**src/design/sao_macros.svh**
```systemverilog
`ifndef SAO_MACROS_SVH
`define SAO_MACROS_SVH

// Sample and position widths
`define PIXEL_W     8
`define COORD_W     7
`define LCU_IDX_W   3
`define ADDR_W      14

// Offset and band fields
`define OFFSET_W    4
`define BAND_POS_W  5

// 128x128 image
`define IMG_W       128
`define PIXEL_MAX   255

`endif

```
**src/design/sao_pkg.sv**
```systemverilog
`default_nettype none

`include "sao_macros.svh"

package sao_pkg;

    typedef logic [`PIXEL_W-1:0]    pixel_t;
    typedef logic [`COORD_W-1:0]    coord_t;    // Column or row inside a block
    typedef logic [`LCU_IDX_W-1:0]  lcu_idx_t;
    typedef logic [`ADDR_W-1:0]     addr_t;     // Raster address in the image
    typedef logic [`OFFSET_W-1:0]   offset_t;
    typedef logic [`BAND_POS_W-1:0] band_t;

    // Filter mode of one block
    typedef enum logic [1:0] {
        MODE_OFF,
        MODE_BAND,
        MODE_EDGE
    } sao_mode_e;

    // Input scanner phase
    typedef enum logic [1:0] {
        IDLE,       // Waiting for the first pixel of a block
        RUN,
        ROW_FLUSH,  // Edge mode, emits the last pixel of a row
        LCU_DRAIN
    } scan_state_e;

endpackage

`default_nettype wire

```
**src/design/sao_ifs.sv**
```systemverilog
`default_nettype none

// Block settings, held until the block has drained
interface lcu_cfg_if;
    sao_pkg::sao_mode_e         mode;
    sao_pkg::band_t             band_pos;
    sao_pkg::offset_t [0:3]     offset;     // offset[0] is the top nibble
    sao_pkg::lcu_idx_t          lcu_x;
    sao_pkg::lcu_idx_t          lcu_y;
    sao_pkg::coord_t            last_coord; // Block side minus one

    modport source (output mode, band_pos, offset, lcu_x, lcu_y, last_coord);
    modport sink (input mode, band_pos, offset, lcu_x, lcu_y, last_coord);
endinterface

// One sample with its horizontal neighbours
interface sample_if;
    logic               valid;
    sao_pkg::pixel_t    center;
    sao_pkg::pixel_t    left;
    sao_pkg::pixel_t    right;
    sao_pkg::coord_t    x;
    sao_pkg::coord_t    y;
    logic               boundary;   // First or last column

    modport source (output valid, center, left, right, x, y, boundary);
    modport sink (input valid, center, left, right, x, y, boundary);
endinterface

// Filtered pixel with its block position
interface pixel_if;
    logic               valid;
    sao_pkg::pixel_t    pixel;
    sao_pkg::coord_t    x;
    sao_pkg::coord_t    y;

    modport source (output valid, pixel, x, y);
    modport sink (input valid, pixel, x, y);
endinterface

`default_nettype wire

```
**src/design/sao_scanner.sv**
```systemverilog
`default_nettype none

module sao_scanner (
    input  wire logic               clk,
    input  wire logic               reset,
    input  wire logic               in_en,
    input  wire sao_pkg::pixel_t    din,
    input  wire logic [1:0]         ipf_type,
    input  wire sao_pkg::band_t     ipf_band_pos,
    input  wire logic               ipf_wo_class,
    input  wire logic [15:0]        ipf_offset,
    input  wire sao_pkg::lcu_idx_t  lcu_x,
    input  wire sao_pkg::lcu_idx_t  lcu_y,
    input  wire logic [1:0]         lcu_size,
    output logic                    busy,
    lcu_cfg_if.source               cfg,
    sample_if.source                smp
);

    sao_pkg::scan_state_e   state;
    sao_pkg::coord_t        col;
    sao_pkg::coord_t        row;
    logic [1:0]             phase_cnt;

    sao_pkg::sao_mode_e     in_mode;
    sao_pkg::coord_t        in_last;
    sao_pkg::sao_mode_e     cur_mode;
    sao_pkg::coord_t        cur_last;
    logic                   accept;
    logic                   flush_emit;

    // Edge window, the pending pixel and the one left of it
    sao_pkg::pixel_t        win_prev;
    sao_pkg::pixel_t        win_cur;
    sao_pkg::coord_t        win_x;
    sao_pkg::coord_t        win_y;

    logic                   emit;
    sao_pkg::pixel_t        e_center;
    sao_pkg::pixel_t        e_left;
    sao_pkg::pixel_t        e_right;
    sao_pkg::coord_t        e_x;
    sao_pkg::coord_t        e_y;

    always_comb begin
        case (ipf_type)
            2'd0:    in_mode = sao_pkg::MODE_OFF;
            2'd2:    in_mode = ipf_wo_class ? sao_pkg::MODE_OFF : sao_pkg::MODE_EDGE;
            default: in_mode = sao_pkg::MODE_BAND;
        endcase
        case (lcu_size)
            2'd0:    in_last = 7'd15;
            2'd1:    in_last = 7'd31;
            default: in_last = 7'd63;
        endcase
    end

    // Settings of the block in flight, or of the one just starting
    assign cur_mode = (state == sao_pkg::IDLE) ? in_mode : cfg.mode;
    assign cur_last = (state == sao_pkg::IDLE) ? in_last : cfg.last_coord;

    assign accept = in_en && (state == sao_pkg::IDLE || state == sao_pkg::RUN);
    assign busy = (state == sao_pkg::ROW_FLUSH) || (state == sao_pkg::LCU_DRAIN);

    assign flush_emit = busy && (phase_cnt == 2'd0) && (cfg.mode == sao_pkg::MODE_EDGE);

    always_comb begin
        emit = 1'b0;
        e_center = din;
        e_left = din;
        e_right = din;
        e_x = col;
        e_y = row;
        if (accept) begin
            if (cur_mode != sao_pkg::MODE_EDGE) begin
                emit = 1'b1;
            end
            else if (col != '0) begin  // New pixel completes the window
                emit = 1'b1;
                e_center = win_cur;
                e_left = win_prev;
                e_x = win_x;
                e_y = win_y;
            end
        end
        else if (flush_emit) begin
            emit = 1'b1;
            e_center = win_cur;
            e_left = win_prev;
            e_right = win_cur;  // No right neighbour at the row end
            e_x = win_x;
            e_y = win_y;
        end
    end

    always_ff @(posedge clk or posedge reset) begin
        if (reset) begin
            state <= sao_pkg::IDLE;
            col <= '0;
            row <= '0;
            phase_cnt <= '0;
            smp.valid <= 1'b0;
        end
        else begin
            smp.valid <= emit;
            case (state)
                sao_pkg::IDLE, sao_pkg::RUN: begin
                    if (accept) begin
                        phase_cnt <= '0;
                        if (col == cur_last) begin
                            col <= '0;
                            if (row == cur_last) begin
                                row <= '0;
                                state <= sao_pkg::LCU_DRAIN;
                            end
                            else begin
                                row <= row + 1'b1;
                                state <= (cur_mode == sao_pkg::MODE_EDGE) ?
                                         sao_pkg::ROW_FLUSH : sao_pkg::RUN;
                            end
                        end
                        else begin
                            col <= col + 1'b1;
                            state <= sao_pkg::RUN;
                        end
                    end
                end
                sao_pkg::ROW_FLUSH: begin
                    phase_cnt <= phase_cnt + 1'b1;
                    if (phase_cnt == 2'd1) begin
                        state <= sao_pkg::RUN;
                    end
                end
                sao_pkg::LCU_DRAIN: begin
                    phase_cnt <= phase_cnt + 1'b1;
                    if (phase_cnt == 2'd3) begin
                        state <= sao_pkg::IDLE;
                    end
                end
            endcase
        end
    end

    always_ff @(posedge clk) begin
        if (accept && state == sao_pkg::IDLE) begin
            cfg.mode <= in_mode;
            cfg.band_pos <= ipf_band_pos;
            cfg.offset <= ipf_offset;
            cfg.lcu_x <= lcu_x;
            cfg.lcu_y <= lcu_y;
            cfg.last_coord <= in_last;
        end
        if (accept) begin
            win_prev <= win_cur;
            win_cur <= din;
            win_x <= col;
            win_y <= row;
        end
        if (emit) begin
            smp.center <= e_center;
            smp.left <= e_left;
            smp.right <= e_right;
            smp.x <= e_x;
            smp.y <= e_y;
            smp.boundary <= (e_x == '0) || (e_x == cur_last);
        end
    end

endmodule

`default_nettype wire

```
**src/design/sao_classifier.sv**
```systemverilog
`default_nettype none

`include "sao_macros.svh"

module sao_classifier (
    input  wire logic   clk,
    input  wire logic   reset,
    lcu_cfg_if.sink     cfg,
    sample_if.sink      smp,
    pixel_if.source     pix
);

    sao_pkg::band_t                 band;
    logic                           near_band;
    logic [`PIXEL_W:0]              twice_c;
    logic [`PIXEL_W:0]              nb_sum;
    logic                           apply;
    logic [1:0]                     sel;
    sao_pkg::offset_t               off;
    logic signed [`PIXEL_W+1:0]     off_ext;
    logic signed [`PIXEL_W+1:0]     sum;
    sao_pkg::pixel_t                result;

    assign band = smp.center[`PIXEL_W-1 -: `BAND_POS_W];  // Pixel / 8

    // Band equal to band_pos or one either side, no wrap at 0 or 31
    assign near_band = (band == cfg.band_pos) ||
                       ({1'b0, band} == {1'b0, cfg.band_pos} + 1'b1) ||
                       ({1'b0, band} + 1'b1 == {1'b0, cfg.band_pos});

    assign twice_c = {smp.center, 1'b0};
    assign nb_sum = {1'b0, smp.left} + {1'b0, smp.right};

    always_comb begin
        apply = 1'b0;
        sel = 2'd0;
        case (cfg.mode)
            sao_pkg::MODE_BAND: begin
                apply = !near_band;
                sel = band[1:0];
            end
            sao_pkg::MODE_EDGE: begin
                if (smp.boundary) begin
                    apply = 1'b0;
                end
                else if (smp.center < smp.left && smp.center < smp.right) begin
                    apply = 1'b1;   // Local minimum
                    sel = 2'd0;
                end
                else if (smp.center > smp.left && smp.center > smp.right) begin
                    apply = 1'b1;   // Local maximum
                    sel = 2'd3;
                end
                else if (twice_c < nb_sum) begin
                    apply = 1'b1;
                    sel = 2'd1;
                end
                else if (twice_c > nb_sum) begin
                    apply = 1'b1;
                    sel = 2'd2;
                end
            end
            default: apply = 1'b0;
        endcase
    end

    // Offsets 2 and 3 are signed
    assign off = cfg.offset[sel];
    assign off_ext = sel[1] ? {{(`PIXEL_W+2-`OFFSET_W){off[`OFFSET_W-1]}}, off} :
                              {{(`PIXEL_W+2-`OFFSET_W){1'b0}}, off};
    assign sum = $signed({2'b00, smp.center}) + off_ext;

    always_comb begin
        if (!apply) begin
            result = smp.center;
        end
        else if (sum < 0) begin
            result = '0;
        end
        else if (sum > `PIXEL_MAX) begin
            result = `PIXEL_W'(`PIXEL_MAX);
        end
        else begin
            result = sum[`PIXEL_W-1:0];
        end
    end

    always_ff @(posedge clk or posedge reset) begin
        if (reset) begin
            pix.valid <= 1'b0;
        end
        else begin
            pix.valid <= smp.valid;
        end
    end

    always_ff @(posedge clk) begin
        if (smp.valid) begin
            pix.pixel <= result;
            pix.x <= smp.x;
            pix.y <= smp.y;
        end
    end

endmodule

`default_nettype wire

```
**src/design/sao_writer.sv**
```systemverilog
`default_nettype none

`include "sao_macros.svh"

module sao_writer (
    input  wire logic           clk,
    input  wire logic           reset,
    lcu_cfg_if.sink             cfg,
    pixel_if.sink               pix,
    output logic                out_en,
    output sao_pkg::pixel_t     dout,
    output sao_pkg::addr_t      dout_addr,
    output logic                finish
);

    localparam sao_pkg::addr_t LAST_ADDR = `ADDR_W'(`IMG_W * `IMG_W - 1);

    sao_pkg::addr_t side;
    sao_pkg::addr_t row_abs;
    sao_pkg::addr_t col_abs;
    sao_pkg::addr_t addr;

    assign side = sao_pkg::addr_t'(cfg.last_coord) + 1'b1;
    assign row_abs = side * sao_pkg::addr_t'(cfg.lcu_y) + sao_pkg::addr_t'(pix.y);
    assign col_abs = side * sao_pkg::addr_t'(cfg.lcu_x) + sao_pkg::addr_t'(pix.x);
    assign addr = row_abs * `ADDR_W'(`IMG_W) + col_abs;

    always_ff @(posedge clk or posedge reset) begin
        if (reset) begin
            out_en <= 1'b0;
            finish <= 1'b0;
        end
        else begin
            out_en <= pix.valid;
            finish <= out_en && (dout_addr == LAST_ADDR);  // Last pixel of the image
        end
    end

    always_ff @(posedge clk) begin
        if (pix.valid) begin
            dout <= pix.pixel;
            dout_addr <= addr;
        end
    end

endmodule

`default_nettype wire

```
**src/design/sao_filter.sv**
```systemverilog
`default_nettype none

module sao_filter (
    input  wire logic               clk,
    input  wire logic               reset,
    input  wire logic               in_en,
    input  wire sao_pkg::pixel_t    din,
    input  wire logic [1:0]         ipf_type,
    input  wire sao_pkg::band_t     ipf_band_pos,
    input  wire logic               ipf_wo_class,
    input  wire logic [15:0]        ipf_offset,
    input  wire sao_pkg::lcu_idx_t  lcu_x,
    input  wire sao_pkg::lcu_idx_t  lcu_y,
    input  wire logic [1:0]         lcu_size,
    output logic                    busy,
    output logic                    out_en,
    output sao_pkg::pixel_t         dout,
    output sao_pkg::addr_t          dout_addr,
    output logic                    finish
);

    lcu_cfg_if cfg_if ();
    sample_if  smp_if ();
    pixel_if   pix_if ();

    // Pixel source side, window and flow control
    sao_scanner sao_scanner_inst (
        .clk          (clk),
        .reset        (reset),
        .in_en        (in_en),
        .din          (din),
        .ipf_type     (ipf_type),
        .ipf_band_pos (ipf_band_pos),
        .ipf_wo_class (ipf_wo_class),
        .ipf_offset   (ipf_offset),
        .lcu_x        (lcu_x),
        .lcu_y        (lcu_y),
        .lcu_size     (lcu_size),
        .busy         (busy),
        .cfg          (cfg_if.source),
        .smp          (smp_if.source)
    );

    sao_classifier sao_classifier_inst (
        .clk   (clk),
        .reset (reset),
        .cfg   (cfg_if.sink),
        .smp   (smp_if.sink),
        .pix   (pix_if.source)
    );

    // Address and output registers
    sao_writer sao_writer_inst (
        .clk       (clk),
        .reset     (reset),
        .cfg       (cfg_if.sink),
        .pix       (pix_if.sink),
        .out_en    (out_en),
        .dout      (dout),
        .dout_addr (dout_addr),
        .finish    (finish)
    );

endmodule

`default_nettype wire

```
**config.mk**
```make
export PLATFORM = sky130hd
export DESIGN_NAME = sao_filter
export DESIGN_NICKNAME = d
export VERILOG_FILES = /design/src/design/sao_pkg.sv /design/src/design/sao_ifs.sv /design/src/design/sao_scanner.sv /design/src/design/sao_classifier.sv /design/src/design/sao_writer.sv /design/src/design/sao_filter.sv
export VERILOG_INCLUDE_DIRS = /design/src /design/src/design
export SDC_FILE = /design/constraint.sdc
export NUM_CORES = 1
export LEC_CHECK = 0
export BUFFER_PORTS_ARGS = -buffer_cell sky130_fd_sc_hd__buf_2
export CAP_MARGIN = 20
export CORE_MARGIN = 2
export CORE_UTILIZATION = 50
export DETAILED_ROUTE_END_ITERATION = 8
export GPL_ROUTABILITY_DRIVEN = 0
export GPL_TIMING_DRIVEN = 0
export PLACE_DENSITY_LB_ADDON = 0.25
export SETUP_SLACK_MARGIN = 0.05
export SLEW_MARGIN = 20
export SYNTH_ARGS = -nofsm -noshare
export SYNTH_HDL_FRONTEND = slang
export SYNTH_SLANG_ARGS = --single-unit
export TNS_END_PERCENT = 30
```
**constraint.sdc**
```tcl
create_clock -name clk -period 7.1 [get_ports clk]
set_clock_uncertainty 0.05 [all_clocks]
set_input_delay 0.355 -clock clk [delete_from_list [all_inputs] [get_ports clk]]
set_output_delay 0.355 -clock clk [all_outputs]
set_load 0.02 [all_outputs]
```
==> metrics.md, run 1 <==
| Metric | Value |
|---|---|
| Vias in the first global route | `5755` |
| Top post-synthesis cells by count | `edfxtp_1, nand2_1, ha_1` |
| Setup TNS Final | `0 ns` |
| Syn Area/Cell | `11.8 sq um` |
| Count leader, synth | `edfxtp_1` |
| Port-buffer cells | `67` |
| Period minus WS final | `6.51 ns` |
| Critical Path Max Stage Delay | `0.40 ns` |
| R2R depth | `29` |
| R2r endpoint | `sao_classifier_inst.pix.pixel[7]` |
| Starting Density | `51.0%` |
| WP data arrival | `6.60 ns` |
| Crit-path max FO | `10` |
| Clk_lat worst skew | `0.43 ns` |
| Final routed DRC violation total | `0` |
| Pins Over Slew Limit | `0` |
| Yosys cell types | `58` |
| Lkg Pwr | `4.06 nW` |
| Met1 Usage GRT | `24.7%` |
| EDFF count, synth | `144` |
| Met2 GRT Util | `32.1%` |
| CTS tree | `done` |
| Area growth, synth to finish | `16.1%` |
| Mapped Nets | `824` |
| Slowest cell on the critical path | `fa_1` |
| CP Depth | `29` |
| Post-route ant nets | `0` |
| Crit path max-delay family | `compound AO/OA/AOI/OAI gates` |
| Top cell type by total area after synthesis | `edfxtp_1` |
| TritonCTS buffer count | `17` |
| Root Driver | `clkbuf_16` |
| Reg2Reg Setup Slack | `0.59 ns` |
| Highest clock rate | `0.154 GHz` |
| Reg-to-reg startpoint | `sao_scanner_inst.smp.right[0]` |
| Crit. End Element | `register` |
| Final setup violation count | `0` |
| Relative slew slack | `38.1%` |
| Initial DRC count | `445` |
| Critical Path Start | `sao_scanner_inst.smp.right[0]` |
| Area share of the largest cell type after synthesis | `51.1%` |
| First-pass GRT wire length | `27300 um` |
| Tightest Pin Transition | `0.928 ns` |
| CP Buf/Inv Count | `4` |
| Hold crit path type | `in2reg` |
| Hpwl dp | `12200 um` |
| Die width | `134 um` |
| Worst Setup EP | `sao_classifier_inst.pix.pixel[7]` |
| Met3 Use GR | `4.08%` |
| Layout cells sized above 1 | `15.2%` |
| Total core area | `16600 sq um` |
| Nets | `915` |
| CP startpoint kind | `register` |
| Synth Warn # | `0` |
| TritonRoute pass-1 iters | `5` |
| Global route hottest layer | `met2` |
| Diodes inserted | `0` |
| Core Rows | `47` |
| GR Overflow Total | `0` |
| Status | `finished clean` |
| Vias per cell | `5.43` |
| Worst-case clock buffer depth | `2` |
| #FFs+latches synth | `166` |
| Main flop type after synthesis | `edfxtp_1` |
| CP required | `7.19 ns` |
| Peak supply drop | `0.000209 V` |
| Reg clk slew, reported paths | `0.06 ns` |
| Routed len/inst | `16.0 um` |
| WS Path Type | `reg2reg` |
| Final hold violation count | `0` |
| DR vias | `5639` |
| Most area-consuming cells after synthesis | `edfxtp_1, ha_1, dfrtp_1` |
| RSZ-0062 raised after global routing | `false` |
| Asr flop ratio synth | `13.3%` |
| Mapped Cells | `714` |
| Die Span Y | `134 um` |
| Fin crit share | `91.7%` |
| Max-Cap Viols | `0` |
| GRT Overall Usage | `19.3%` |
| Post-synthesis sequential area ratio | `57.6%` |
| Total wire length | `16600 um` |
| Cell Pwr Density | `373 nW/um^2` |
| Htree depth | `4` |
| Critical Path Most Common Cell | `a21oi_1` |
| Cell Area, Synth | `8460 sq um` |
| Largest net degree at the start of global routing | `38` |
| I/O pin cnt | `68` |
| Total power | `3.66 mW` |
| Die area | `18000 sq um` |
| Clock sink count | `166` |
| Filler instances | `1364` |
| Initial antenna violation count | `0` |
-- metrics by stage --
stage | setup slack, ns | hold slack (ns) | utilization [%] | area [sq um] | instances
detailed placement | 0.0800 | 0.355 | 55.1 | 9140 | 1003
finish | 0.588 | 0.0521 | 59.3 | 9830 | 1038
global placement | 0.270 | 0.354 | 54.7 | 9070 | 1001
global route | 0.0841 | 0.0341 | 59.3 | 9830 | 1038
floorplan | 1.10 | 0.294 | - | 8460 | 714
CTS | 0.146 | 0.0352 | 59.0 | 9790 | 1035
-- how the worst min path moves through the flow --
stage                                    from  slack [ns]                                to  cells after the start
global placement    sao_scanner_inst.smp.y[1]        0.35      sao_classifier_inst.pix.y[1]                      0
floorplan                               reset        0.29     sao_classifier_inst.pix.valid                      1
CTS                           ipf_band_pos[1]        0.04  sao_scanner_inst.cfg.band_pos[1]                      1
global route                   ipf_offset[10]        0.03   sao_scanner_inst.cfg.offset[10]                      1
detailed placement  sao_scanner_inst.smp.x[1]        0.35      sao_classifier_inst.pix.x[1]                      0
finish                        ipf_band_pos[1]        0.05  sao_scanner_inst.cfg.band_pos[1]                      1
-- layout by cell type, fill, tap and decap left out, types with 6 or more instances in the layout --
master	netlist	layout
and2_1	6	6
nand4_1	16	16
o21ai_0	28	27
fa_1	7	7
nor2b_1	10	10
nor2_1	30	28
dfrtp_1	22	22
clkbuf_1	18	18
mux2i_1	11	11
edfxtp_1	144	144
nand2_1	119	118
xnor2_1	25	25
a21oi_1	30	30
ha_1	60	60
nand2b_1	11	11
o211ai_1	7	7
or3_1	6	6
inv_1	50	50
xor2_1	16	16
buf_2	1	68
a21o_1	11	11
clkbuf_16	0	17
nand3_1	10	10
-- sequential cells by signal (all words and copies together), names as in the netlist, 8 cells and up --
register / flops
sao_classifier_inst.pix.pixel: 8
sao_scanner_inst.cfg.offset: 16
sao_scanner_inst.smp.center: 8
sao_scanner_inst.smp.left: 8
sao_scanner_inst.smp.right: 8
sao_scanner_inst.win_cur: 8
sao_scanner_inst.win_prev: 8
sao_writer_inst.dout: 8
sao_writer_inst.dout_addr: 14
-- power breakdown --
| part | internal (mW) | leakage (nW) | switching [mW] |
|---|---|---|---|
| combinational | 0.456 | 2.07 | 0.680 |
| sequential | 1.37 | 1.68 | 0.158 |
| clock | 0.621 | 0.311 | 0.372 |
| total | 2.45 | 4.06 | 1.21 |
-- kinds of logic (layout without fill, tap and decap cells) --
group           count (synthesis)  count (layout)  share of synthesized area (%)
buf+inv                        70             174                           3.12
compound gates                118             118                           9.36
mux                            15              15                           1.88
flops                         166             166                           57.6
fa+ha+maj                      67              67                           10.5
xor+xnor                       41              41                           4.24
simple gates                  237             237                           13.3
-- routing by layer --
metal	vias to the layer above	part of all wire (%)
li1	2762	-
met1	2695	45
met2	144	48
met3	38	4.2
met4	0	2.5
met5	-	0
-- layout make-up --
| cell class | instances | area (sq um) | area share [%] |
|---|---|---|---|
| Inverter | 51 | 193 | 1.96 |
| Tap cell | 220 | 275 | 2.80 |
| Buffer | 19 | 73.8 | 0.751 |
| Sequential cell | 166 | 4870 | 49.6 |
| Multi-Input combinational cell | 478 | 3360 | 34.2 |
| Clock inverter | 14 | 208 | 2.11 |
| Timing Repair Buffer | 72 | 413 | 4.20 |
| Clock buffer | 18 | 429 | 4.37 |
-- timing repair --
| action | in CTS | in global routing |
|---|---|---|
| gates resized for setup | 2 | 6 |
| buffers inserted | 0 | 3 |
| setup endpoints to repair | 2 | 8 |
| hold buffers | 0 | 0 |
| pin swaps | 0 | 2 |
Note: power is estimated with default switching activity, not from simulation.
==> run 2: changes to the inputs <==
--- a/config.mk
+++ b/config.mk
@@ -13,6 +13,7 @@
 export DETAILED_ROUTE_END_ITERATION = 8
 export GPL_ROUTABILITY_DRIVEN = 0
 export GPL_TIMING_DRIVEN = 0
+export MAX_ROUTING_LAYER = met4
 export PLACE_DENSITY_LB_ADDON = 0.25
 export SETUP_SLACK_MARGIN = 0.05
 export SLEW_MARGIN = 20
==> metrics.md, run 2 (synthesis gave the netlist of run 1 again) <==
| Metric | Value |
|---|---|
| Clock sink count | `166` |
| I/O pin cnt | `68` |
| Tightest Pin Transition | `0.931 ns` |
| R2R depth | `29` |
| Commonest cells after routing, fill and taps aside | `edfxtp_1, nand2_1, buf_2, ha_1, inv_1` |
| Final routed DRC violation total | `0` |
| Crit. End Element | `register` |
| Die Span Y | `134 um` |
| Core Rows | `47` |
| Critical Path Most Common Cell | `a21oi_1` |
| Post-route ant nets | `0` |
| Internal power | `2.45 mW` |
| Critical Path Max Stage Delay | `0.40 ns` |
| Total core area | `16600 sq um` |
| First-pass GRT wire length | `27300 um` |
| Commonest non-fill, non-tap cell in the layout | `edfxtp_1` |
| Vias per cell | `5.47` |
| Max reg flops | `16` |
| Final hold violation count | `0` |
| DR vias | `5679` |
| Status | `finished clean` |
| CTS tree | `done` |
| Routed len/inst | `15.9 um` |
| Die width | `134 um` |
| Peak supply drop | `0.000206 V` |
| Switching pwr | `1.21 mW` |
| Layout cells sized above 1 | `15.2%` |
| Diodes inserted | `0` |
| Sw Share | `33.0%` |
| GR Overflow Total | `0` |
| TritonCTS buffer count | `17` |
| Filler instances | `1364` |
| Hpwl dp | `12200 um` |
| Initial antenna violation count | `0` |
| Slowest cell on the critical path | `fa_1` |
| Reg-to-reg startpoint | `sao_scanner_inst.smp.right[0]` |
| WP data arrival | `6.61 ns` |
| Comb pwr share | `31.0%` |
| Clk_lat worst skew | `0.42 ns` |
| Max-Cap Viols | `0` |
| Final setup violation count | `0` |
| Highest clock rate | `0.153 GHz` |
| Reg2Reg Setup Slack | `0.57 ns` |
| Power share of the clock group | `27.1%` |
| Cell Pwr Density | `373 nW/um^2` |
| Most flop-heavy register | `sao_scanner_inst.cfg.offset` |
| CP required | `7.18 ns` |
| Nets | `915` |
| Largest net degree at the start of global routing | `38` |
| Hold_buf cts | `0` |
| GRT Overall Usage | `19.8%` |
| Reg clk slew, reported paths | `0.06 ns` |
| RSZ-0062 raised after global routing | `false` |
| Pins Over Slew Limit | `0` |
| Initial DRC count | `476` |
| Vias in the first global route | `5763` |
| TritonRoute pass-1 iters | `5` |
| Lkg Pwr | `4.06 nW` |
| Largest regs | `sao_scanner_inst.cfg.offset x16, sao_writer_inst.dout_addr x14` |
| Core Util, Final | `59.3%` |
| Crit-path max FO | `10` |
| Worst-case clock buffer depth | `2` |
| Sequential Power Share | `41.8%` |
| R2r endpoint | `sao_classifier_inst.pix.pixel[7]` |
| Total power | `3.66 mW` |
| Die area | `18000 sq um` |
| Total wire length | `16500 um` |
| Starting Density | `51.0%` |
| Htree depth | `4` |
| Period minus WS final | `6.53 ns` |
| Worst Setup EP | `sao_classifier_inst.pix.pixel[7]` |
| Port-buffer cells | `67` |
| Critical Path Start | `sao_scanner_inst.smp.right[0]` |
| Hold crit path type | `in2reg` |
| CP startpoint kind | `register` |
| Setup TNS Final | `0 ns` |
| Relative slew slack | `37.9%` |
| Root Driver | `clkbuf_16` |
| WS Path Type | `reg2reg` |
| Fin crit share | `92.0%` |
| Area growth, synth to finish | `16.1%` |
==> run 2: metal layers <==
layer | wire, um | track usage [%] | part of all wire, %
met5 | 0 | - | 0
met4 | 343 | 8.19 | 2.1
met3 | 714 | 3.85 | 4.3
met2 | 8030 | 32.1 | 49
met1 | 7410 | 24.7 | 45
==> run 2: critical path: cells and delay by family (launching register included) <==
family	cells	cell delay [ns]
simple gates	8	1.55
buf+inv	4	0.54
fa+ha+maj	4	1.17
compound gates	12	2.39
flops	1	0.39
mux	1	0.11
==> run 2: layout make-up <==
cell class	count	area (sq um)	share of cell area, %
Buffer	19	73.8	0.751
Clock buffer	18	429	4.37
Clock inverter	14	208	2.11
Inverter	51	193	1.96
Multi-Input combinational cell	478	3360	34.2
Sequential cell	166	4870	49.6
Tap cell	220	275	2.80
Timing Repair Buffer	72	413	4.20
==> run 2: through the flow <==
stage	cell area [sq um]	setup WS (ns)	hold slack, ns	std cells
after floorplan	8460	1.10	0.294	714
after global placement	9070	0.270	0.354	1001
after detailed placement	9140	0.0800	0.355	1003
after CTS	9790	0.146	0.0352	1035
after global routing	9830	0.0849	0.0365	1038
final	9830	0.570	0.0553	1038
==> run 2: power by group through the flow <==
stage,registers [mW],clock network (mW),logic (mW)
5_1_grt,1.56,1.04,1.28
6_report,1.53,0.993,1.14
3_3_place_gp,1.54,0,1.03
4_1_cts,1.53,1.01,1.12
2_1_floorplan,1.56,0,0.763
3_5_place_dp,1.55,0,1.10
==> run 2: what timing repair did <==
action	4_1_cts	5_1_grt
setup buffers	0	3
gates resized for setup	2	6
setup endpoints to repair	2	8
pin swaps	0	2
==> run 2: how the worst min path moves through the flow <==
stage,cells past startpoint,slack (ns),startpoint,endpoint
floorplan,1,0.29,reset,sao_classifier_inst.pix.valid
global placement,0,0.35,sao_scanner_inst.smp.y[1],sao_classifier_inst.pix.y[1]
detailed placement,0,0.35,sao_scanner_inst.smp.x[1],sao_classifier_inst.pix.x[1]
CTS,1,0.04,ipf_band_pos[1],sao_scanner_inst.cfg.band_pos[1]
global route,1,0.04,ipf_offset[10],sao_scanner_inst.cfg.offset[10]
finish,1,0.06,ipf_band_pos[1],sao_scanner_inst.cfg.band_pos[1]
